## src/common/gen2_dec_pkg.sv

```systemverilog
`default_nettype none

package gen2_dec_pkg;

	// command recognised from the leading code bits
	typedef enum logic [2:0]
	{
		CMD_NONE,
		CMD_QUERY_REP,      // 00
		CMD_ACK,            // 01
		CMD_QUERY,          // 1000, preamble frames only
		CMD_QUERY_ADJUST,   // 1001
		CMD_NAK,            // 11000000
		CMD_REQ_RN          // 11000001
	} cmd_e;

	// where we are inside the current frame
	typedef enum logic [2:0]
	{
		SEG_IDLE,
		SEG_NAME,
		SEG_DATA,
		SEG_HANDLE,
		SEG_CRC,
		SEG_DONE
	} seg_e;

	typedef logic [4:0]  bit_cnt_t;   // bits within one segment
	typedef logic [3:0]  q_t;         // slot-count exponent
	typedef logic [1:0]  session_t;
	typedef logic [1:0]  sel_t;
	typedef logic [1:0]  m_t;         // miller subcarrier cycles
	typedef logic [15:0] handle_t;

	// segment lengths fixed by the air protocol
	localparam bit_cnt_t QUERY_DATA_BITS        = 5'd13;
	localparam bit_cnt_t QUERY_ADJUST_DATA_BITS = 5'd5;
	localparam bit_cnt_t QUERY_REP_DATA_BITS    = 5'd2;
	localparam bit_cnt_t HANDLE_BITS            = 5'd16;
	localparam bit_cnt_t QUERY_CRC_BITS         = 5'd5;   // crc-5 on query only
	localparam bit_cnt_t CRC16_BITS             = 5'd16;

endpackage

`default_nettype wire

```

## src/design/cmd_name_decoder.sv

```systemverilog
`default_nettype none
`timescale 1ns/10ps

module cmd_name_decoder
(
	input  logic               clk,
	input  logic               rst_n,
	input  logic               i_valid,
	input  logic               i_data,
	input  logic               i_newcmd,
	input  logic               i_preamble,
	input  logic               i_name_phase,
	output gen2_dec_pkg::cmd_e o_cmd
);
	import gen2_dec_pkg::*;

	logic [7:0] code_buf;
	logic [3:0] code_cnt;
	logic [7:0] nxt_buf;
	logic [3:0] nxt_cnt;
	logic       take_bit;
	cmd_e       code_match;

	// only collect until a code is latched or 8 bits are in
	assign take_bit = i_valid && i_name_phase && (o_cmd == CMD_NONE) && (code_cnt < 4'd8);
	assign nxt_buf  = {code_buf[6:0], i_data};   // msb first
	assign nxt_cnt  = code_cnt + 4'd1;

	// codes are prefix free, so test only at the lengths that exist
	always_comb
	begin
		code_match = CMD_NONE;
		case (nxt_cnt)
			4'd2:
			begin
				if (nxt_buf[1:0] == 2'b00)
					code_match = CMD_QUERY_REP;
				else if (nxt_buf[1:0] == 2'b01)
					code_match = CMD_ACK;
			end
			4'd4:
			begin
				if (nxt_buf[3:0] == 4'b1000 && i_preamble)   // query needs full preamble
					code_match = CMD_QUERY;
				else if (nxt_buf[3:0] == 4'b1001)
					code_match = CMD_QUERY_ADJUST;
			end
			4'd8:
			begin
				if (nxt_buf == 8'hc0)
					code_match = CMD_NAK;
				else if (nxt_buf == 8'hc1)
					code_match = CMD_REQ_RN;
			end
			default:
				code_match = CMD_NONE;
		endcase
	end

	always_ff @(posedge clk or negedge rst_n)
	begin
		if (!rst_n)
		begin
			code_buf <= '0;
			code_cnt <= '0;
			o_cmd    <= CMD_NONE;
		end
		else if (i_newcmd)   // new frame restarts the search
		begin
			code_buf <= '0;
			code_cnt <= '0;
			o_cmd    <= CMD_NONE;
		end
		else if (take_bit)
		begin
			code_buf <= nxt_buf;
			code_cnt <= nxt_cnt;
			if (code_match != CMD_NONE)
				o_cmd <= code_match;   // first match sticks
		end
	end

	// a latched command only goes away through a new frame
	a_cmd_held: assert property (@(posedge clk) disable iff (!rst_n)
		(o_cmd != CMD_NONE && !i_newcmd) |=> (o_cmd == $past(o_cmd)))
		else $error("o_cmd changed without i_newcmd");

endmodule

`default_nettype wire

```

## src/design/frame_sequencer.sv

```systemverilog
`default_nettype none
`timescale 1ns/10ps

module frame_sequencer
(
	input  logic                   clk,
	input  logic                   rst_n,
	input  logic                   i_valid,
	input  logic                   i_data,
	input  logic                   i_newcmd,
	input  gen2_dec_pkg::cmd_e     i_cmd,
	output logic                   o_name_phase,
	output logic                   o_field_bit,
	output logic                   o_cmd_ok,
	output gen2_dec_pkg::bit_cnt_t o_bit_idx,
	output gen2_dec_pkg::handle_t  o_handle
);
	import gen2_dec_pkg::*;

	seg_e     state;
	seg_e     state_nxt;
	bit_cnt_t bit_cnt;
	bit_cnt_t seg_len;
	logic     counting;
	logic     seg_last;

	assign counting = (state == SEG_DATA) || (state == SEG_HANDLE) || (state == SEG_CRC);
	assign seg_last = counting && i_valid && (bit_cnt == seg_len - 5'd1);   // final bit strobe

	// length of the segment being received
	always_comb
	begin
		case (state)
			SEG_DATA:
			begin
				case (i_cmd)
					CMD_QUERY:        seg_len = QUERY_DATA_BITS;
					CMD_QUERY_ADJUST: seg_len = QUERY_ADJUST_DATA_BITS;
					CMD_QUERY_REP:    seg_len = QUERY_REP_DATA_BITS;
					default:          seg_len = '0;
				endcase
			end
			SEG_HANDLE:
				seg_len = HANDLE_BITS;
			SEG_CRC:
				seg_len = (i_cmd == CMD_QUERY) ? QUERY_CRC_BITS : CRC16_BITS;
			default:
				seg_len = '0;
		endcase
	end

	always_comb
	begin
		state_nxt = state;
		if (i_newcmd)
			state_nxt = SEG_NAME;   // any state, a new frame starts over
		else
		begin
			case (state)
				SEG_IDLE:
					state_nxt = SEG_IDLE;
				SEG_NAME:
				begin
					if (i_cmd == CMD_NAK)
						state_nxt = SEG_DONE;   // nak carries nothing else
					else if (i_cmd == CMD_ACK || i_cmd == CMD_REQ_RN)
						state_nxt = SEG_HANDLE;
					else if (i_cmd != CMD_NONE)
						state_nxt = SEG_DATA;
				end
				SEG_DATA:
				begin
					if (seg_last)
						state_nxt = (i_cmd == CMD_QUERY) ? SEG_CRC : SEG_DONE;
				end
				SEG_HANDLE:
				begin
					if (seg_last)
						state_nxt = (i_cmd == CMD_REQ_RN) ? SEG_CRC : SEG_DONE;
				end
				SEG_CRC:
				begin
					if (seg_last)
						state_nxt = SEG_DONE;   // crc is counted, not checked
				end
				default:
					state_nxt = SEG_IDLE;
			endcase
		end
	end

	always_ff @(posedge clk or negedge rst_n)
	begin
		if (!rst_n)
			state <= SEG_IDLE;
		else
			state <= state_nxt;
	end

	always_ff @(posedge clk or negedge rst_n)
	begin
		if (!rst_n)
			bit_cnt <= '0;
		else if (state_nxt != state)
			bit_cnt <= '0;   // fresh count per segment
		else if (counting && i_valid)
			bit_cnt <= bit_cnt + 5'd1;
	end

	always_ff @(posedge clk or negedge rst_n)
	begin
		if (!rst_n)
			o_handle <= '0;
		else if (state == SEG_HANDLE && i_valid)
			o_handle <= {o_handle[14:0], i_data};
	end

	always_ff @(posedge clk or negedge rst_n)
	begin
		if (!rst_n)
			o_cmd_ok <= 1'b0;
		else
			o_cmd_ok <= (state == SEG_DONE);
	end

	assign o_name_phase = (state == SEG_NAME);
	assign o_field_bit  = i_valid && (state == SEG_DATA);
	assign o_bit_idx    = bit_cnt;

	a_cnt_in_range: assert property (@(posedge clk) disable iff (!rst_n)
		counting |-> (bit_cnt <= seg_len))
		else $error("bit counter ran past segment length");

	a_ok_single: assert property (@(posedge clk) disable iff (!rst_n)
		o_cmd_ok |=> !o_cmd_ok)
		else $error("o_cmd_ok high for two cycles");

endmodule

`default_nettype wire

```

## src/design/inventory_field_extract.sv

```systemverilog
`default_nettype none
`timescale 1ns/10ps

module inventory_field_extract
(
	input  logic                   clk,
	input  logic                   rst_n,
	input  logic                   i_field_bit,
	input  logic                   i_data,
	input  gen2_dec_pkg::bit_cnt_t i_bit_idx,
	input  gen2_dec_pkg::cmd_e     i_cmd,
	output logic                   o_dr,
	output logic                   o_trext,
	output logic                   o_target,
	output logic                   o_session_done,
	output logic                   o_inventory,
	output gen2_dec_pkg::m_t       o_m,
	output gen2_dec_pkg::sel_t     o_sel,
	output gen2_dec_pkg::session_t o_session,
	output gen2_dec_pkg::session_t o_session2,
	output gen2_dec_pkg::q_t       o_q
);
	import gen2_dec_pkg::*;

	logic query_bit;
	logic adjust_bit;
	logic rep_bit;

	assign query_bit  = i_field_bit && (i_cmd == CMD_QUERY);
	assign adjust_bit = i_field_bit && (i_cmd == CMD_QUERY_ADJUST);
	assign rep_bit    = i_field_bit && (i_cmd == CMD_QUERY_REP);

	// query parameters, one field per data bit position
	always_ff @(posedge clk or negedge rst_n)
	begin
		if (!rst_n)
		begin
			o_dr      <= 1'b0;
			o_m       <= '0;
			o_trext   <= 1'b0;
			o_sel     <= '0;
			o_session <= '0;
			o_target  <= 1'b0;
		end
		else if (query_bit)
		begin
			case (i_bit_idx)
				5'd0:       o_dr      <= i_data;
				5'd1, 5'd2: o_m       <= {o_m[0], i_data};
				5'd3:       o_trext   <= i_data;
				5'd4, 5'd5: o_sel     <= {o_sel[0], i_data};
				5'd6, 5'd7: o_session <= {o_session[0], i_data};
				5'd8:       o_target  <= i_data;
				default:    o_target  <= o_target;   // q handled below
			endcase
		end
	end

	// q is loaded by query and nudged by queryadjust
	always_ff @(posedge clk or negedge rst_n)
	begin
		if (!rst_n)
			o_q <= '0;
		else if (query_bit && i_bit_idx >= 5'd9)
			o_q <= {o_q[2:0], i_data};
		else if (adjust_bit && i_data && i_bit_idx == 5'd2)
			o_q <= o_q + 4'd1;   // wraps at 16
		else if (adjust_bit && i_data && i_bit_idx == 5'd4)
			o_q <= o_q - 4'd1;
	end

	always_ff @(posedge clk or negedge rst_n)
	begin
		if (!rst_n)
			o_session2 <= '0;
		else if ((adjust_bit || rep_bit) && i_bit_idx < 5'd2)
			o_session2 <= {o_session2[0], i_data};
	end

	// session bits are complete by the time target arrives
	assign o_session_done = query_bit && (i_bit_idx == 5'd8);

	assign o_inventory = (i_cmd == CMD_QUERY) || (i_cmd == CMD_QUERY_ADJUST) ||
		(i_cmd == CMD_QUERY_REP);

endmodule

`default_nettype wire

```

## src/design/gen2_cmd_decoder.sv

```systemverilog
`default_nettype none
`timescale 1ns/10ps

module gen2_cmd_decoder
(
	input  logic                   clk,
	input  logic                   rst_n,
	input  logic                   i_valid,
	input  logic                   i_data,
	input  logic                   i_newcmd,
	input  logic                   i_preamble,
	output gen2_dec_pkg::cmd_e     o_cmd,
	output logic                   o_cmd_ok,
	output gen2_dec_pkg::handle_t  o_handle,
	output logic                   o_dr,
	output logic                   o_trext,
	output logic                   o_target,
	output logic                   o_session_done,
	output logic                   o_inventory,
	output gen2_dec_pkg::m_t       o_m,
	output gen2_dec_pkg::sel_t     o_sel,
	output gen2_dec_pkg::session_t o_session,
	output gen2_dec_pkg::session_t o_session2,
	output gen2_dec_pkg::q_t       o_q
);
	import gen2_dec_pkg::*;

	logic     name_phase;
	logic     field_bit;
	bit_cnt_t bit_idx;

	cmd_name_decoder u_name
	(
		.clk          (clk),
		.rst_n        (rst_n),
		.i_valid      (i_valid),
		.i_data       (i_data),
		.i_newcmd     (i_newcmd),
		.i_preamble   (i_preamble),
		.i_name_phase (name_phase),
		.o_cmd        (o_cmd)
	);

	frame_sequencer u_seq
	(
		.clk          (clk),
		.rst_n        (rst_n),
		.i_valid      (i_valid),
		.i_data       (i_data),
		.i_newcmd     (i_newcmd),
		.i_cmd        (o_cmd),
		.o_name_phase (name_phase),
		.o_field_bit  (field_bit),
		.o_cmd_ok     (o_cmd_ok),
		.o_bit_idx    (bit_idx),
		.o_handle     (o_handle)
	);

	inventory_field_extract u_fields
	(
		.clk            (clk),
		.rst_n          (rst_n),
		.i_field_bit    (field_bit),
		.i_data         (i_data),
		.i_bit_idx      (bit_idx),
		.i_cmd          (o_cmd),
		.o_dr           (o_dr),
		.o_trext        (o_trext),
		.o_target       (o_target),
		.o_session_done (o_session_done),
		.o_inventory    (o_inventory),
		.o_m            (o_m),
		.o_sel          (o_sel),
		.o_session      (o_session),
		.o_session2     (o_session2),
		.o_q            (o_q)
	);

endmodule

`default_nettype wire

```

## config.mk

```make
export PLATFORM = sky130hd
export DESIGN_NAME = gen2_cmd_decoder
export DESIGN_NICKNAME = d
export VERILOG_FILES = /design/src/common/gen2_dec_pkg.sv /design/src/design/cmd_name_decoder.sv /design/src/design/frame_sequencer.sv /design/src/design/inventory_field_extract.sv /design/src/design/gen2_cmd_decoder.sv
export SDC_FILE = /design/constraint.sdc
export NUM_CORES = 1
export LEC_CHECK = 0
export CAP_MARGIN = 25
export CORE_ASPECT_RATIO = 1.5
export CORE_UTILIZATION = 40
export DETAILED_ROUTE_END_ITERATION = 10
export DONT_BUFFER_PORTS = 1
export GPL_TIMING_DRIVEN = 0
export HOLD_SLACK_MARGIN = 0.15
export MAX_ROUTING_LAYER = met4
export PLACE_DENSITY = 0.52
export SLEW_MARGIN = 10
export SYNTH_ARGS = -nofsm -noshare
export SYNTH_HDL_FRONTEND = slang
export SYNTH_SLANG_ARGS = --single-unit
```

## constraint.sdc

```tcl
create_clock -name clk -period 2.35 [get_ports clk]
set_clock_uncertainty 0.1 [all_clocks]
set_input_delay 0.1175 -clock clk [delete_from_list [all_inputs] [get_ports clk]]
set_output_delay 0.1175 -clock clk [all_outputs]
set_load 0.02 [all_outputs]
```

==> impl_results.html, run 1 <==
<table>
<tr><th>Metric</th><th>Value</th></tr>
<tr><th colspan="2">Routing</th></tr>
<tr><td>Remaining antenna violation count</td><td>0</td></tr>
<tr><td>Total detailed-routing wirelength</td><td>6.84 mm</td></tr>
<tr><td>Via count</td><td>2234</td></tr>
<tr><td>Pre-Repair DR Iteration Count</td><td>4</td></tr>
<tr><td>Routed wire per std cell</td><td>16.3 um</td></tr>
<tr><td>Via/cell ratio</td><td>5.33</td></tr>
<tr><td>DRC marker count from the first detailed-route iteration</td><td>96</td></tr>
<tr><td>Detailed-route DRC error count</td><td>0</td></tr>
<tr><th colspan="2">Final layout</th></tr>
<tr><td>Filler cell count</td><td>714</td></tr>
<tr><td>Final antenna diode count</td><td>0</td></tr>
<tr><td>Fraction of layout instances using a drive strength above 1</td><td>30.1%</td></tr>
<tr><td>Finished Core Util</td><td>50.1%</td></tr>
<tr><td>Final Instance Area</td><td>0.00367 mm^2</td></tr>
<tr><td>Area Overhead vs Synth</td><td>20.6%</td></tr>
<tr><td>Net count reported at finish</td><td>336</td></tr>
<tr><th colspan="2">Die</th></tr>
<tr><td>Y dimension of the die</td><td>109 um</td></tr>
<tr><td>Count of boundary I/O pins</td><td>43</td></tr>
<tr><td>Area of the die</td><td>0.00797 mm^2</td></tr>
<tr><td>Width of the die</td><td>73.2 um</td></tr>
<tr><td>Cell row count</td><td>38</td></tr>
<tr><td>Floorplan Core Area</td><td>0.00732 mm^2</td></tr>
<tr><td>Starting Density</td><td>41.6%</td></tr>
<tr><th colspan="2">STA</th></tr>
<tr><td>Worst Slack Setup Final</td><td>-301 ps</td></tr>
<tr><td>Endpoints failing setup</td><td>11</td></tr>
<tr><td>Relative slew margins</td><td>54.0%</td></tr>
<tr><td>Ratio of final minimum period to clock period</td><td>113%</td></tr>
<tr><td>Fmax achieved</td><td>0.377 GHz</td></tr>
<tr><td>RSZ-0062 raised after global routing</td><td>yes</td></tr>
<tr><td>Worst-Margin Slew</td><td>684 ps</td></tr>
<tr><td>Setup TNS</td><td>-2150 ps</td></tr>
<tr><td>Final hold viol count</td><td>0</td></tr>
<tr><td>Final number of max-transition violations</td><td>0</td></tr>
<tr><td>Final worst path period need</td><td>2650 ps</td></tr>
<tr><th colspan="2">Run status</th></tr>
<tr><td>Outcome</td><td>finished, violations left</td></tr>
<tr><td>Violations in the final reports</td><td>negative setup slack</td></tr>
<tr><th colspan="2">Logic synthesis</th></tr>
<tr><td>Primary FF master, synth</td><td>dfrtp_1</td></tr>
<tr><td>Mean instance size in the synthesized netlist</td><td>10.4 um^2</td></tr>
<tr><td>Synth cell types</td><td>54</td></tr>
<tr><td>Portion of the post-synthesis area used by sequential elements</td><td>44.4%</td></tr>
<tr><td>Ranking of synthesized cells by instance count</td><td>dfrtp_1, nor2_1, mux2_2</td></tr>
<tr><td>Number of register bits inferred by synthesis</td><td>54</td></tr>
<tr><td>Most repeated cell in the gate-level netlist after synthesis</td><td>dfrtp_1</td></tr>
<tr><td>Synth Cell Area</td><td>0.00304 mm^2</td></tr>
<tr><td>Synth warnings</td><td>0</td></tr>
<tr><td>Synthesized net count</td><td>310</td></tr>
<tr><td>Cells taking the most area after synthesis</td><td>dfrtp_1, mux2_2, nor2_1, ha_1, mux2i_1</td></tr>
<tr><td>Share of synthesized registers carrying an async set or reset</td><td>100%</td></tr>
<tr><td>Gate count after technology mapping</td><td>292</td></tr>
<tr><td>Post-synth EDFFs</td><td>0</td></tr>
<tr><td>Most area-hungry cell type in the Yosys netlist</td><td>dfrtp_1</td></tr>
<tr><td>Area fraction of the dominant cell type after synthesis</td><td>44.4%</td></tr>
<tr><th colspan="2">Critical path</th></tr>
<tr><td>Element type at the critical path start</td><td>register</td></tr>
<tr><td>Critical-path maximum fanout</td><td>5</td></tr>
<tr><td>Required time worst endpoint</td><td>2500 ps</td></tr>
<tr><td>Worst path slowest cell</td><td>dfrtp_2</td></tr>
<tr><td>Worst EP arrival</td><td>2800 ps</td></tr>
<tr><td>Kind of cell adding the most delay to the critical path</td><td>simple AND/OR/NAND/NOR gates</td></tr>
<tr><td>Type of the worst setup path</td><td>register to register</td></tr>
<tr><td>Reg2reg path depth</td><td>11</td></tr>
<tr><td>Delay of the slowest cell on the worst path</td><td>490 ps</td></tr>
<tr><td>CP Buf/Inv Count</td><td>2</td></tr>
<tr><td>Endpoint kind of the worst setup timing path</td><td>register</td></tr>
<tr><td>Instance count on the critical path</td><td>11</td></tr>
<tr><td>Cells along the critical path</td><td>buf_6 -&gt; and3b_2 -&gt; a22oi_2 -&gt; nor2_1 -&gt; inv_2 -&gt; ha_4 -&gt; o21ai_2 -&gt; a211oi_2 -&gt; nand3_2 -&gt; or4_4 -&gt; a21oi_2</td></tr>
<tr><th colspan="2">Global route</th></tr>
<tr><td>Combined global-route utilization of all metal layers</td><td>19.1%</td></tr>
<tr><td>Global-route wire length before repair</td><td>11.2 mm</td></tr>
<tr><td>Antenna violations before repair</td><td>0</td></tr>
<tr><td>Vias in the first global route</td><td>2369</td></tr>
<tr><td>Pin count of the biggest net entering global routing</td><td>55</td></tr>
<tr><td>Global route overflow</td><td>0</td></tr>
<tr><th colspan="2">Pwr</th></tr>
<tr><td>LEAKAGE</td><td>1.62 nW</td></tr>
<tr><td>Net switching power of the design</td><td>0.763 mW</td></tr>
<tr><td>Cell internal pwr</td><td>1.52 mW</td></tr>
<tr><td>Part of the power in the clock network</td><td>29.0%</td></tr>
<tr><td>Power density over the cells</td><td>623 mW/mm^2</td></tr>
<tr><td>Net Sw Frac</td><td>33.4%</td></tr>
<tr><td>Reg power frac</td><td>50.6%</td></tr>
<tr><td>Relative contribution of combinational cells to total power</td><td>20.4%</td></tr>
<tr><td>VDD IR-drop max</td><td>448 uV</td></tr>
<tr><th colspan="2">Place</th></tr>
<tr><td>RePlAce Congestion</td><td>0.850</td></tr>
<tr><td>Dpl cell area</td><td>0.00319 mm^2</td></tr>
<tr><td>Placement Setup Slack</td><td>-658 ps</td></tr>
<tr><td>Count of port buffers added during placement</td><td>0</td></tr>
<tr><td>HPWL after detailed placement</td><td>4.81 mm</td></tr>
<tr><th colspan="2">Clock tree</th></tr>
<tr><td>Clock input transition at the sequential cells of the worst setup and hold paths</td><td>110 ps</td></tr>
<tr><td>TritonCTS Buffers</td><td>5</td></tr>
<tr><td>Clock latency on the worst-skew pair</td><td>320 ps</td></tr>
<tr><td>Clk sink count</td><td>54</td></tr>
<tr><td>Number of levels the H-tree was split into</td><td>2</td></tr>
<tr><td>Clock Tree Buf Depth</td><td>2</td></tr>
<tr><td>CTS tree</td><td>yes</td></tr>
<tr><td>Root Buffer Master</td><td>clkbuf_8</td></tr>
<tr><th colspan="2">Hold path</th></tr>
<tr><td>Hold Path Stages</td><td>3</td></tr>
<tr><td>Hold/Removal Path Class</td><td>input port to register</td></tr>
<tr><th colspan="2">Flow run</th></tr>
<tr><td>Max-cap violations</td><td>0</td></tr>
</table>
sequential cells by signal (all words and copies together) (netlist names), 2 cells and up:
register,cells
u_fields.o_m,2
u_fields.o_q,4
u_fields.o_sel,2
u_fields.o_session,2
u_fields.o_session2,2
u_name.code_buf,7
u_name.code_cnt,4
u_name.o_cmd,3
u_seq.o_bit_idx,5
u_seq.o_handle,16
u_seq.state,3
layout by cell type, fill, tap and decap left out, types with 4 or more instances in the layout:
master | synthesis | layout
dfrtp_1 | 54 | 51
nor2_1 | 38 | 35
mux2_2 | 28 | 23
nand2_1 | 17 | 16
buf_4 | 2 | 14
a21oi_1 | 13 | 11
nand4_1 | 9 | 9
inv_1 | 10 | 9
mux2i_1 | 9 | 9
clkbuf_1 | 8 | 8
ha_1 | 11 | 8
nand2b_1 | 6 | 6
xor2_1 | 7 | 6
o21ai_0 | 6 | 5
mux2_4 | 0 | 5
xnor2_1 | 7 | 5
clkbuf_8 | 0 | 5
buf_6 | 1 | 4
nand3_1 | 5 | 4
dlygate4sd3_1 | 0 | 4
logic make-up (layout without fill, tap and decap cells):
family	after synthesis	in the layout	share of synthesized area, %
XOR/XNOR	15	15	4.56
AO/OA/AOI/OAI	46	46	10.6
flip-flops	54	54	44.4
multiplexers	37	37	13.3
buffers and inverters	24	51	3.58
adder cells (fa/ha/maj)	12	12	5.18
AND/OR/NAND/NOR	104	104	18.4
final timing paths:
kind	start	slack, ps	end
max	u_name.o_cmd[2]	-300	u_seq.state[0]
min	i_data	170	u_fields.o_q[0]
max reg2reg	u_name.o_cmd[2]	-300	u_seq.state[0]
min reg2reg	u_name.code_buf[6]	440	u_name.code_buf[6]
max in group asynchronous	rst_n	1670	u_name.o_cmd[0]
min in group asynchronous	rst_n	210	u_seq.o_bit_idx[0]
cell type report:
cell class	instances	area (um^2)	area share, %
tap	100	125	3.41
multi-input combinational	214	1780	48.4
buffer	14	81.3	2.22
timing repair buffer	19	176	4.81
sequential	54	1360	36.9
inverter	10	37.5	1.02
clock inverter	3	48.8	1.33
clock buffer	5	68.8	1.88
through the flow:
stage / instances / hold WS [ps] / total power [mW]
floorplan: 292 / -278 / 1.45
global placement: 392 / -276 / 1.55
detailed placement: 392 / -276 / 1.56
CTS: 416 / 164 / 2.31
global route: 419 / 198 / 2.40
finish: 419 / 165 / 2.29
routing by layer:
layer  up-vias  global-route usage, %  wire length, um
li1       1077                      -                -
met1      1117                   20.6             2840
met4         0                   6.02               92
met3         8                   4.81              271
met2        32                   33.8             3640
met5         -                      -                0
tightest hold or removal path: cells and delay by family:
family / cells / cell delay, ps
buffers and inverters: 1 / 220
AND/OR/NAND/NOR: 1 / 160
AO/OA/AOI/OAI: 1 / 50
power groups by stage:
stage,clock (mW),sequential (mW),combinational (mW)
finish,0.662,1.16,0.466
global placement,0,1.17,0.378
CTS,0.694,1.16,0.456
floorplan,0,1.14,0.315
detailed placement,0,1.17,0.386
global route,0.713,1.17,0.518
timing repair:
item,in CTS,in global routing
hold endpoints to repair,60,0
setup buffers,11,4
endpoints found under the setup margin,14,20
pin swaps,17,9
hold buffers,5,0
gates resized for setup,21,18
Power figures use the tool's default switching activity.
==> inputs of run 2 (changes only) <==
Settings changed: ABC_CLOCK_PERIOD_IN_PS from default to 2350, CORE_UTILIZATION 40 to 50, MAX_ROUTING_LAYER met4 to default, PLACE_DENSITY 0.52 to 0.64.
==> run 2 against run 1 <==
Effect of this change:
- clock power fell by 17%
- critical path depth grew 1
- largest power group unchanged
- combinational power fell by 2%
- the run still ends with negative setup slack left
==> impl_results.html, run 2 (synthesis results as in run 1) <==
<table>
<tr><th>Metric</th><th>Value</th></tr>
<tr><th colspan="2">Global route</th></tr>
<tr><td>Global route overflow</td><td>0 (unchanged)</td></tr>
<tr><td>Antenna violations before repair</td><td>0 (unchanged)</td></tr>
<tr><td>Pin count of the biggest net entering global routing</td><td>55 (unchanged)</td></tr>
<tr><td>Vias in the first global route</td><td>2337 (-1.4%)</td></tr>
<tr><td>Global-route wire length before repair</td><td>11.0 mm (-2.2%)</td></tr>
<tr><td>Combined global-route utilization of all metal layers</td><td>22.0% (+2.9 points)</td></tr>
<tr><th colspan="2">Clock tree</th></tr>
<tr><td>Clock input transition at the sequential cells of the worst setup and hold paths</td><td>100 ps (about the same)</td></tr>
<tr><td>Root Buffer Master</td><td>clkbuf_8</td></tr>
<tr><td>Clk sink count</td><td>54 (unchanged)</td></tr>
<tr><td>Number of levels the H-tree was split into</td><td>2 (unchanged)</td></tr>
<tr><td>Clock latency on the worst-skew pair</td><td>300 ps (-20 ps)</td></tr>
<tr><td>Clock Tree Buf Depth</td><td>2 (unchanged)</td></tr>
<tr><td>TritonCTS Buffers</td><td>5 (unchanged)</td></tr>
<tr><td>CTS tree</td><td>yes</td></tr>
<tr><th colspan="2">Routing</th></tr>
<tr><td>Total detailed-routing wirelength</td><td>6.54 mm (-4.3%)</td></tr>
<tr><td>Remaining antenna violation count</td><td>0 (unchanged)</td></tr>
<tr><td>Via/cell ratio</td><td>5.85 (+9.8%)</td></tr>
<tr><td>Via count</td><td>2253 (+0.85%)</td></tr>
<tr><td>Routed wire per std cell</td><td>17.0 um (+4.2%)</td></tr>
<tr><td>DRC marker count from the first detailed-route iteration</td><td>76 (-21%)</td></tr>
<tr><td>Pre-Repair DR Iteration Count</td><td>4 (unchanged)</td></tr>
<tr><td>Detailed-route DRC error count</td><td>0 (unchanged)</td></tr>
<tr><th colspan="2">Die</th></tr>
<tr><td>Cell row count</td><td>34 (-11%)</td></tr>
<tr><td>Area of the die</td><td>0.00641 mm^2 (-20%)</td></tr>
<tr><td>Width of the die</td><td>65.7 um (-10%)</td></tr>
<tr><td>Starting Density</td><td>52.2% (+11 points)</td></tr>
<tr><td>Y dimension of the die</td><td>97.6 um (-10%)</td></tr>
<tr><td>Floorplan Core Area</td><td>0.00583 mm^2 (-20%)</td></tr>
<tr><td>Count of boundary I/O pins</td><td>43 (unchanged)</td></tr>
<tr><th colspan="2">Final layout</th></tr>
<tr><td>Most common cell after layout, fill and taps aside</td><td>dfrtp_1</td></tr>
<tr><td>Finished Core Util</td><td>60.7% (+11 points)</td></tr>
<tr><td>Number of flip-flops in the largest register</td><td>16 (unchanged)</td></tr>
<tr><td>Largest reg by FF count</td><td>u_seq.o_handle</td></tr>
<tr><td>Area occupied by multi-input gates</td><td>0.00172 mm^2 (-3.3%)</td></tr>
<tr><td>Area Overhead vs Synth</td><td>16.2%</td></tr>
<tr><td>Fraction of layout instances using a drive strength above 1</td><td>27.5% (-2.6 points)</td></tr>
<tr><td>Sequential cell area</td><td>0.00136 mm^2 (unchanged)</td></tr>
<tr><td>Net count reported at finish</td><td>330 (-1.8%)</td></tr>
<tr><td>Non-Filler Instances</td><td>385 (-8.1%)</td></tr>
<tr><td>Most used cells in the layout excluding fill and tap cells</td><td>dfrtp_1, nor2_1, mux2_2</td></tr>
<tr><td>Filler cell count</td><td>488 (-32%)</td></tr>
<tr><td>Final antenna diode count</td><td>0 (unchanged)</td></tr>
<tr><th colspan="2">STA</th></tr>
<tr><td>Worst-Margin Slew</td><td>641 ps (-43.3 ps)</td></tr>
<tr><td>Fmax achieved</td><td>0.371 GHz (-1.7%)</td></tr>
<tr><td>Endpoints failing setup</td><td>11 (unchanged)</td></tr>
<tr><td>Final number of max-transition violations</td><td>0 (unchanged)</td></tr>
<tr><td>RSZ-0062 raised after global routing</td><td>yes</td></tr>
<tr><td>Ratio of final minimum period to clock period</td><td>115% (+2.0 points)</td></tr>
<tr><td>Relative slew margins</td><td>56.9% (+2.9 points)</td></tr>
<tr><td>Worst Slack Setup Final</td><td>-348 ps (-46.9 ps)</td></tr>
<tr><td>Final hold viol count</td><td>0 (unchanged)</td></tr>
<tr><td>Final worst path period need</td><td>2700 ps (+46.9 ps)</td></tr>
<tr><th colspan="2">Critical path</th></tr>
<tr><td>Critical-path maximum fanout</td><td>5 (unchanged)</td></tr>
<tr><td>Type of the worst setup path</td><td>register to register</td></tr>
<tr><td>Element type at the critical path start</td><td>register</td></tr>
<tr><td>Destination of the worst register-to-register timing path</td><td>u_seq.state[0]</td></tr>
<tr><td>Worst EP arrival</td><td>2840 ps (+40 ps)</td></tr>
<tr><td>Endpoint kind of the worst setup timing path</td><td>register</td></tr>
<tr><td>Required time worst endpoint</td><td>2490 ps (about the same)</td></tr>
<tr><td>Beginning of the worst register-to-register path</td><td>u_name.o_cmd[1]</td></tr>
<tr><td>Reg2reg path depth</td><td>12 (+1)</td></tr>
<tr><td>Internal reg-to-reg setup slack</td><td>-350 ps (-50 ps)</td></tr>
<tr><th colspan="2">Place</th></tr>
<tr><td>RePlAce Congestion</td><td>0.834 (-1.9%)</td></tr>
<tr><td>Placement Setup Slack</td><td>-562 ps (+96.2 ps)</td></tr>
<tr><td>Count of port buffers added during placement</td><td>0 (unchanged)</td></tr>
<tr><td>HPWL after detailed placement</td><td>4.47 mm (-6.9%)</td></tr>
<tr><td>Placed cell count</td><td>364 (-7.1%)</td></tr>
<tr><th colspan="2">Pwr</th></tr>
<tr><td>VDD IR-drop max</td><td>442 uV (-1.4%)</td></tr>
<tr><td>Power density over the cells</td><td>610 mW/mm^2 (-2.1%)</td></tr>
<tr><td>LEAKAGE</td><td>1.59 nW (-1.7%)</td></tr>
<tr><th colspan="2">Hold path</th></tr>
<tr><td>Min-Delay Endpoint</td><td>u_fields.o_q[0]</td></tr>
<tr><td>Hold Path Stages</td><td>3 (unchanged)</td></tr>
<tr><td>Start point of the worst hold path</td><td>i_data</td></tr>
<tr><td>Hold/Removal Path Class</td><td>input port to register</td></tr>
<tr><th colspan="2">Run status</th></tr>
<tr><td>Violations in the final reports</td><td>negative setup slack</td></tr>
<tr><td>Outcome</td><td>finished, violations left</td></tr>
<tr><th colspan="2">Flow run</th></tr>
<tr><td>Max-cap violations</td><td>0 (unchanged)</td></tr>
</table>
==> run 2: cell count changes in the layout (fill, tap and decap cells not counted), moves of 2 or more <==
cell,change
mux2_4,-5
clkinv_4,+2
mux2_2,+5
buf_4,-7
==> run 2: power breakdown <==
part	internal (mW)	total (mW)	switching, mW
Combinational	0.197	0.457	0.260
Sequential	1.00	1.15	0.150
Clock	0.243	0.551	0.308
Total	1.44	2.16	0.718
==> run 2: layout make-up <==
type | count | area share, %
repair buffers | 13 | 4.21
inverters | 10 | 1.06
clock inverters | 2 | 0.495
flip-flops and latches | 54 | 38.3
multi-input cells | 214 | 48.6
plain buffers | 14 | 2.48
well taps | 72 | 2.55
clock buffers | 6 | 2.33
==> run 2: repair_timing <==
action / in CTS / in global routing
pin swaps: 15 / 9
endpoints found under the setup margin: 10 / 21
hold buffers: 5 / 0
hold endpoints to repair: 63 / 0
gates resized for setup: 15 / 14
cloned: 0 / 1
buffers inserted: 6 / 1
==> run 2: worst max-delay path, cell delays in order (launching register included) <==
cell and delay (ps):
dfrtp_2 490, buf_8 160, nor3b_4 220, a22oi_2 120
nor2_2 110, inv_2 80, ha_2 190, nand2_1 90
o21ai_2 80, a211oi_2 230, nand3_2 180, or4_1 450
a21oi_2 130
==> run 2: how the worst max path moves through the flow <==
stage	start	end	depth (start not counted)
global route	u_name.o_cmd[1]	u_seq.o_bit_idx[4]	12
floorplan	u_name.o_cmd[1]	u_seq.state[0]	11
global placement	u_name.o_cmd[1]	u_seq.o_bit_idx[2]	11
finish	u_name.o_cmd[1]	u_seq.state[0]	12
detailed placement	u_name.o_cmd[1]	u_seq.o_bit_idx[2]	11
CTS	u_name.o_cmd[0]	u_seq.o_bit_idx[4]	11
==> run 2: metal layers <==
| metal | wire [um] | GRT usage [%] | part of all wire [%] | up-vias |
|---|---|---|---|---|
| met5 | 0 | 0 | 0 | - |
| li1 | - | - | - | 1072 |
| met2 | 3470 | 38.2 | 53 | 56 |
| met1 | 2660 | 26.1 | 41 | 1114 |
| met4 | 127 | 7.36 | 1.9 | 0 |
| met3 | 286 | 4.58 | 4.4 | 11 |
==> run 2: through the flow <==
stage	instance area [um^2]	hold slack, ps	total power, mW	setup TNS, ps
global route	3540	171	2.28	-4520
floorplan	3060	-278	1.45	-1270
global placement	3150	-277	1.54	-4220
detailed placement	3150	-277	1.55	-4700
CTS	3440	175	2.16	-2850
finish	3540	170	2.16	-3110
==> inputs of run 3 (changes only) <==
Settings changed: CTS_BUF_LIST from default to sky130_fd_sc_hd__clkbuf_16.
==> run 3 against run 2 <==
Effect of this change:
- the flow still finishes with violations (negative setup slack)
- register-to-register slack improved by 20 ps
- sequential cell count unchanged
- non-clock buffer count increased by 3
- power is 8.4% higher
- critical path depth unchanged
- global-route usage decreased by 0.14 points
- first-iteration DRC count rose by 16%
- clock-buffer cell count down 1
- clock power grew 32%
- critical path type unchanged
- via count rose by 0.22%
==> impl_results.html, run 3 (synthesis results as in run 1) <==
<table>
<tr><th>Metric</th><th>Value</th></tr>
<tr><th colspan="2">STA</th></tr>
<tr><td>Fmax achieved</td><td>0.373 GHz (+0.62%)</td></tr>
<tr><td>Worst-Margin Slew</td><td>642 ps (+0.711 ps)</td></tr>
<tr><td>Final hold viol count</td><td>0 (unchanged)</td></tr>
<tr><td>Setup TNS</td><td>-2980 ps (+133 ps)</td></tr>
<tr><td>Endpoints failing setup</td><td>11 (unchanged)</td></tr>
<tr><td>Final worst path period need</td><td>2680 ps (-16.6 ps)</td></tr>
<tr><td>RSZ-0062 raised after global routing</td><td>yes</td></tr>
<tr><td>Worst Slack Setup Final</td><td>-331 ps (+16.6 ps)</td></tr>
<tr><td>Ratio of final minimum period to clock period</td><td>114% (-0.71 points)</td></tr>
<tr><td>Final number of max-transition violations</td><td>0 (unchanged)</td></tr>
<tr><td>Relative slew margins</td><td>56.9% (about the same)</td></tr>
<tr><th colspan="2">Clock tree</th></tr>
<tr><td>Number of levels the H-tree was split into</td><td>2 (unchanged)</td></tr>
<tr><td>Clock Tree Buf Depth</td><td>2 (unchanged)</td></tr>
<tr><td>Clk sink count</td><td>54 (unchanged)</td></tr>
<tr><td>Clock latency on the worst-skew pair</td><td>290 ps (about the same)</td></tr>
<tr><td>Root Buffer Master</td><td>clkbuf_16</td></tr>
<tr><td>TritonCTS Buffers</td><td>5 (unchanged)</td></tr>
<tr><td>Clock input transition at the sequential cells of the worst setup and hold paths</td><td>70 ps (-30 ps)</td></tr>
<tr><td>CTS tree</td><td>yes</td></tr>
<tr><th colspan="2">Global route</th></tr>
<tr><td>Antenna violations before repair</td><td>0 (unchanged)</td></tr>
<tr><td>Global route overflow</td><td>0 (unchanged)</td></tr>
<tr><td>Global-route wire length before repair</td><td>10.9 mm (-0.95%)</td></tr>
<tr><td>Combined global-route utilization of all metal layers</td><td>21.8% (-0.14 points)</td></tr>
<tr><td>Vias in the first global route</td><td>2358 (+0.90%)</td></tr>
<tr><td>Pin count of the biggest net entering global routing</td><td>55 (unchanged)</td></tr>
<tr><th colspan="2">Final layout</th></tr>
<tr><td>Filler cell count</td><td>482 (-1.2%)</td></tr>
<tr><td>Largest reg by FF count</td><td>u_seq.o_handle</td></tr>
<tr><td>Most common cell after layout, fill and taps aside</td><td>dfrtp_1</td></tr>
<tr><td>Finished Core Util</td><td>62.0% (+1.3 points)</td></tr>
<tr><td>Net count reported at finish</td><td>333 (+0.91%)</td></tr>
<tr><td>Fraction of layout instances using a drive strength above 1</td><td>28.2% (+0.69 points)</td></tr>
<tr><td>Final antenna diode count</td><td>0 (unchanged)</td></tr>
<tr><td>Area Overhead vs Synth</td><td>18.7%</td></tr>
<tr><td>Number of flip-flops in the largest register</td><td>16 (unchanged)</td></tr>
<tr><td>Most used cells in the layout excluding fill and tap cells</td><td>dfrtp_1, nor2_1, mux2_2</td></tr>
<tr><td>Final Instance Area</td><td>0.00361 mm^2 (+2.1%)</td></tr>
<tr><th colspan="2">Pwr</th></tr>
<tr><td>LEAKAGE</td><td>1.63 nW (+2.6%)</td></tr>
<tr><td>Overall power of the completed layout</td><td>2.34 mW (+8.4%)</td></tr>
<tr><td>Power density over the cells</td><td>648 mW/mm^2 (+6.2%)</td></tr>
<tr><td>VDD IR-drop max</td><td>527 uV (+19%)</td></tr>
<tr><th colspan="2">Routing</th></tr>
<tr><td>Total detailed-routing wirelength</td><td>6.51 mm (-0.46%)</td></tr>
<tr><td>Detailed-route DRC error count</td><td>0 (unchanged)</td></tr>
<tr><td>Via/cell ratio</td><td>5.82 (-0.55%)</td></tr>
<tr><td>DRC marker count from the first detailed-route iteration</td><td>88 (+16%)</td></tr>
<tr><td>Remaining antenna violation count</td><td>0 (unchanged)</td></tr>
<tr><td>Via count</td><td>2258 (+0.22%)</td></tr>
<tr><td>Routed wire per std cell</td><td>16.8 um (-1.2%)</td></tr>
<tr><td>Pre-Repair DR Iteration Count</td><td>4 (unchanged)</td></tr>
<tr><th colspan="2">Critical path</th></tr>
<tr><td>Endpoint kind of the worst setup timing path</td><td>register</td></tr>
<tr><td>Beginning of the worst register-to-register path</td><td>u_name.o_cmd[1]</td></tr>
<tr><td>Cells along the critical path</td><td>buf_8 -&gt; nor3b_4 -&gt; a22oi_2 -&gt; nor2_2 -&gt; inv_2 -&gt; ha_4 -&gt; o21ai_2 -&gt; a211oi_2 -&gt; nand3_2 -&gt; buf_4 -&gt; nor4_2 -&gt; a21oi_2</td></tr>
<tr><td>CP Buf/Inv Count</td><td>3 (+1)</td></tr>
<tr><td>Worst EP arrival</td><td>2750 ps (-90 ps)</td></tr>
<tr><td>Delay of the slowest cell on the worst path</td><td>480 ps (about the same)</td></tr>
<tr><td>Critical-path maximum fanout</td><td>5 (unchanged)</td></tr>
<tr><td>Reg2reg path depth</td><td>12 (unchanged)</td></tr>
<tr><td>Internal reg-to-reg setup slack</td><td>-330 ps (+20 ps)</td></tr>
<tr><td>Destination of the worst register-to-register timing path</td><td>u_seq.state[0]</td></tr>
<tr><td>Worst path slowest cell</td><td>dfrtp_2</td></tr>
<tr><td>Kind of cell adding the most delay to the critical path</td><td>simple AND/OR/NAND/NOR gates</td></tr>
<tr><td>Required time worst endpoint</td><td>2420 ps (-70 ps)</td></tr>
<tr><td>Element type at the critical path start</td><td>register</td></tr>
<tr><td>Type of the worst setup path</td><td>register to register</td></tr>
<tr><th colspan="2">Die</th></tr>
<tr><td>Width of the die</td><td>65.7 um (unchanged)</td></tr>
<tr><td>Cell row count</td><td>34 (unchanged)</td></tr>
<tr><td>Floorplan Core Area</td><td>0.00583 mm^2 (unchanged)</td></tr>
<tr><td>Area of the die</td><td>0.00641 mm^2 (unchanged)</td></tr>
<tr><td>Count of boundary I/O pins</td><td>43 (unchanged)</td></tr>
<tr><td>Starting Density</td><td>52.2% (unchanged)</td></tr>
<tr><td>Y dimension of the die</td><td>97.6 um (unchanged)</td></tr>
<tr><th colspan="2">Place</th></tr>
<tr><td>Placement Setup Slack</td><td>-562 ps (unchanged)</td></tr>
<tr><td>Count of port buffers added during placement</td><td>0 (unchanged)</td></tr>
<tr><td>RePlAce Congestion</td><td>0.834 (unchanged)</td></tr>
<tr><td>HPWL after detailed placement</td><td>4.47 mm (unchanged)</td></tr>
<tr><td>Dpl cell area</td><td>0.00315 mm^2 (unchanged)</td></tr>
<tr><th colspan="2">Run status</th></tr>
<tr><td>Violations in the final reports</td><td>negative setup slack</td></tr>
<tr><td>Outcome</td><td>finished, violations left</td></tr>
<tr><th colspan="2">Hold path</th></tr>
<tr><td>Hold/Removal Path Class</td><td>input port to register</td></tr>
<tr><td>Hold Path Stages</td><td>3 (unchanged)</td></tr>
<tr><td>Start point of the worst hold path</td><td>i_data</td></tr>
<tr><td>Min-Delay Endpoint</td><td>u_fields.o_q[0]</td></tr>
<tr><th colspan="2">Flow run</th></tr>
<tr><td>Max-cap violations</td><td>0 (unchanged)</td></tr>
</table>
## run 3: cell types whose count changed in the layout (fill, tap and decap cells not counted), sizes merged
cell,previous run,this run
clkinv,2,3
clkbuf,16,15
buf,13,16
## run 3: worst max path at each step
stage	startpoint	to	slack, ps	cells after the start
floorplan	u_name.o_cmd[1]	u_seq.state[0]	-200	11
global placement	u_name.o_cmd[1]	u_seq.o_bit_idx[2]	-530	11
detailed placement	u_name.o_cmd[1]	u_seq.o_bit_idx[2]	-560	11
CTS	u_name.o_cmd[0]	u_fields.o_q[2]	-300	10
global route	u_name.o_cmd[1]	u_seq.o_bit_idx[4]	-440	12
finish	u_name.o_cmd[1]	u_seq.state[0]	-330	12
## run 3: report_power, final
group          switching [mW]  internal (mW)
logic                   0.262          0.200
clock network           0.332          0.395
registers               0.150           1.00
## run 3: routing by layer
metal	share of wire (%)	vias up	track usage, %
met4	2.2	0	8.19
met2	52	46	37.9
met5	0	-	0
li1	-	1077	-
met3	3.9	12	4.81
met1	42	1123	25.4
## run 3: final cells by class
class | instances | area, um^2 | area share, %
Timing Repair Buffer | 16 | 171 | 4.75
Clock buffer | 5 | 125 | 3.46
Inverter | 10 | 37.5 | 1.04
Buffer | 14 | 87.6 | 2.42
Sequential cell | 54 | 1360 | 37.5
Tap cell | 72 | 90.1 | 2.49
Clock inverter | 3 | 21.3 | 0.589
Multi-Input combinational cell | 214 | 1720 | 47.7
## run 3: per-stage QoR
step                hold WS (ps)  instances
detailed placement          -277        364
CTS                          199        383
global placement            -277        364
global route                 203        388
floorplan                   -278        292
finish                       190        388
## run 3: worst reg2reg max path: cells and delay by family (launching register included)
kind            cells  cell delay (ps)
compound gates      4              470
fa+ha+maj           1              290
buf+inv             3              430
simple gates        4              800
flops               1              480
## run 3: timing repair
action / in CTS / in global routing
hold buffers: 5 / 0
setup buffers: 6 / 4
gates cloned: 0 / 1
pin swaps: 14 / 17
endpoints found under the hold margin: 63 / 0
endpoints found under the setup margin: 10 / 18
resized for setup: 13 / 18
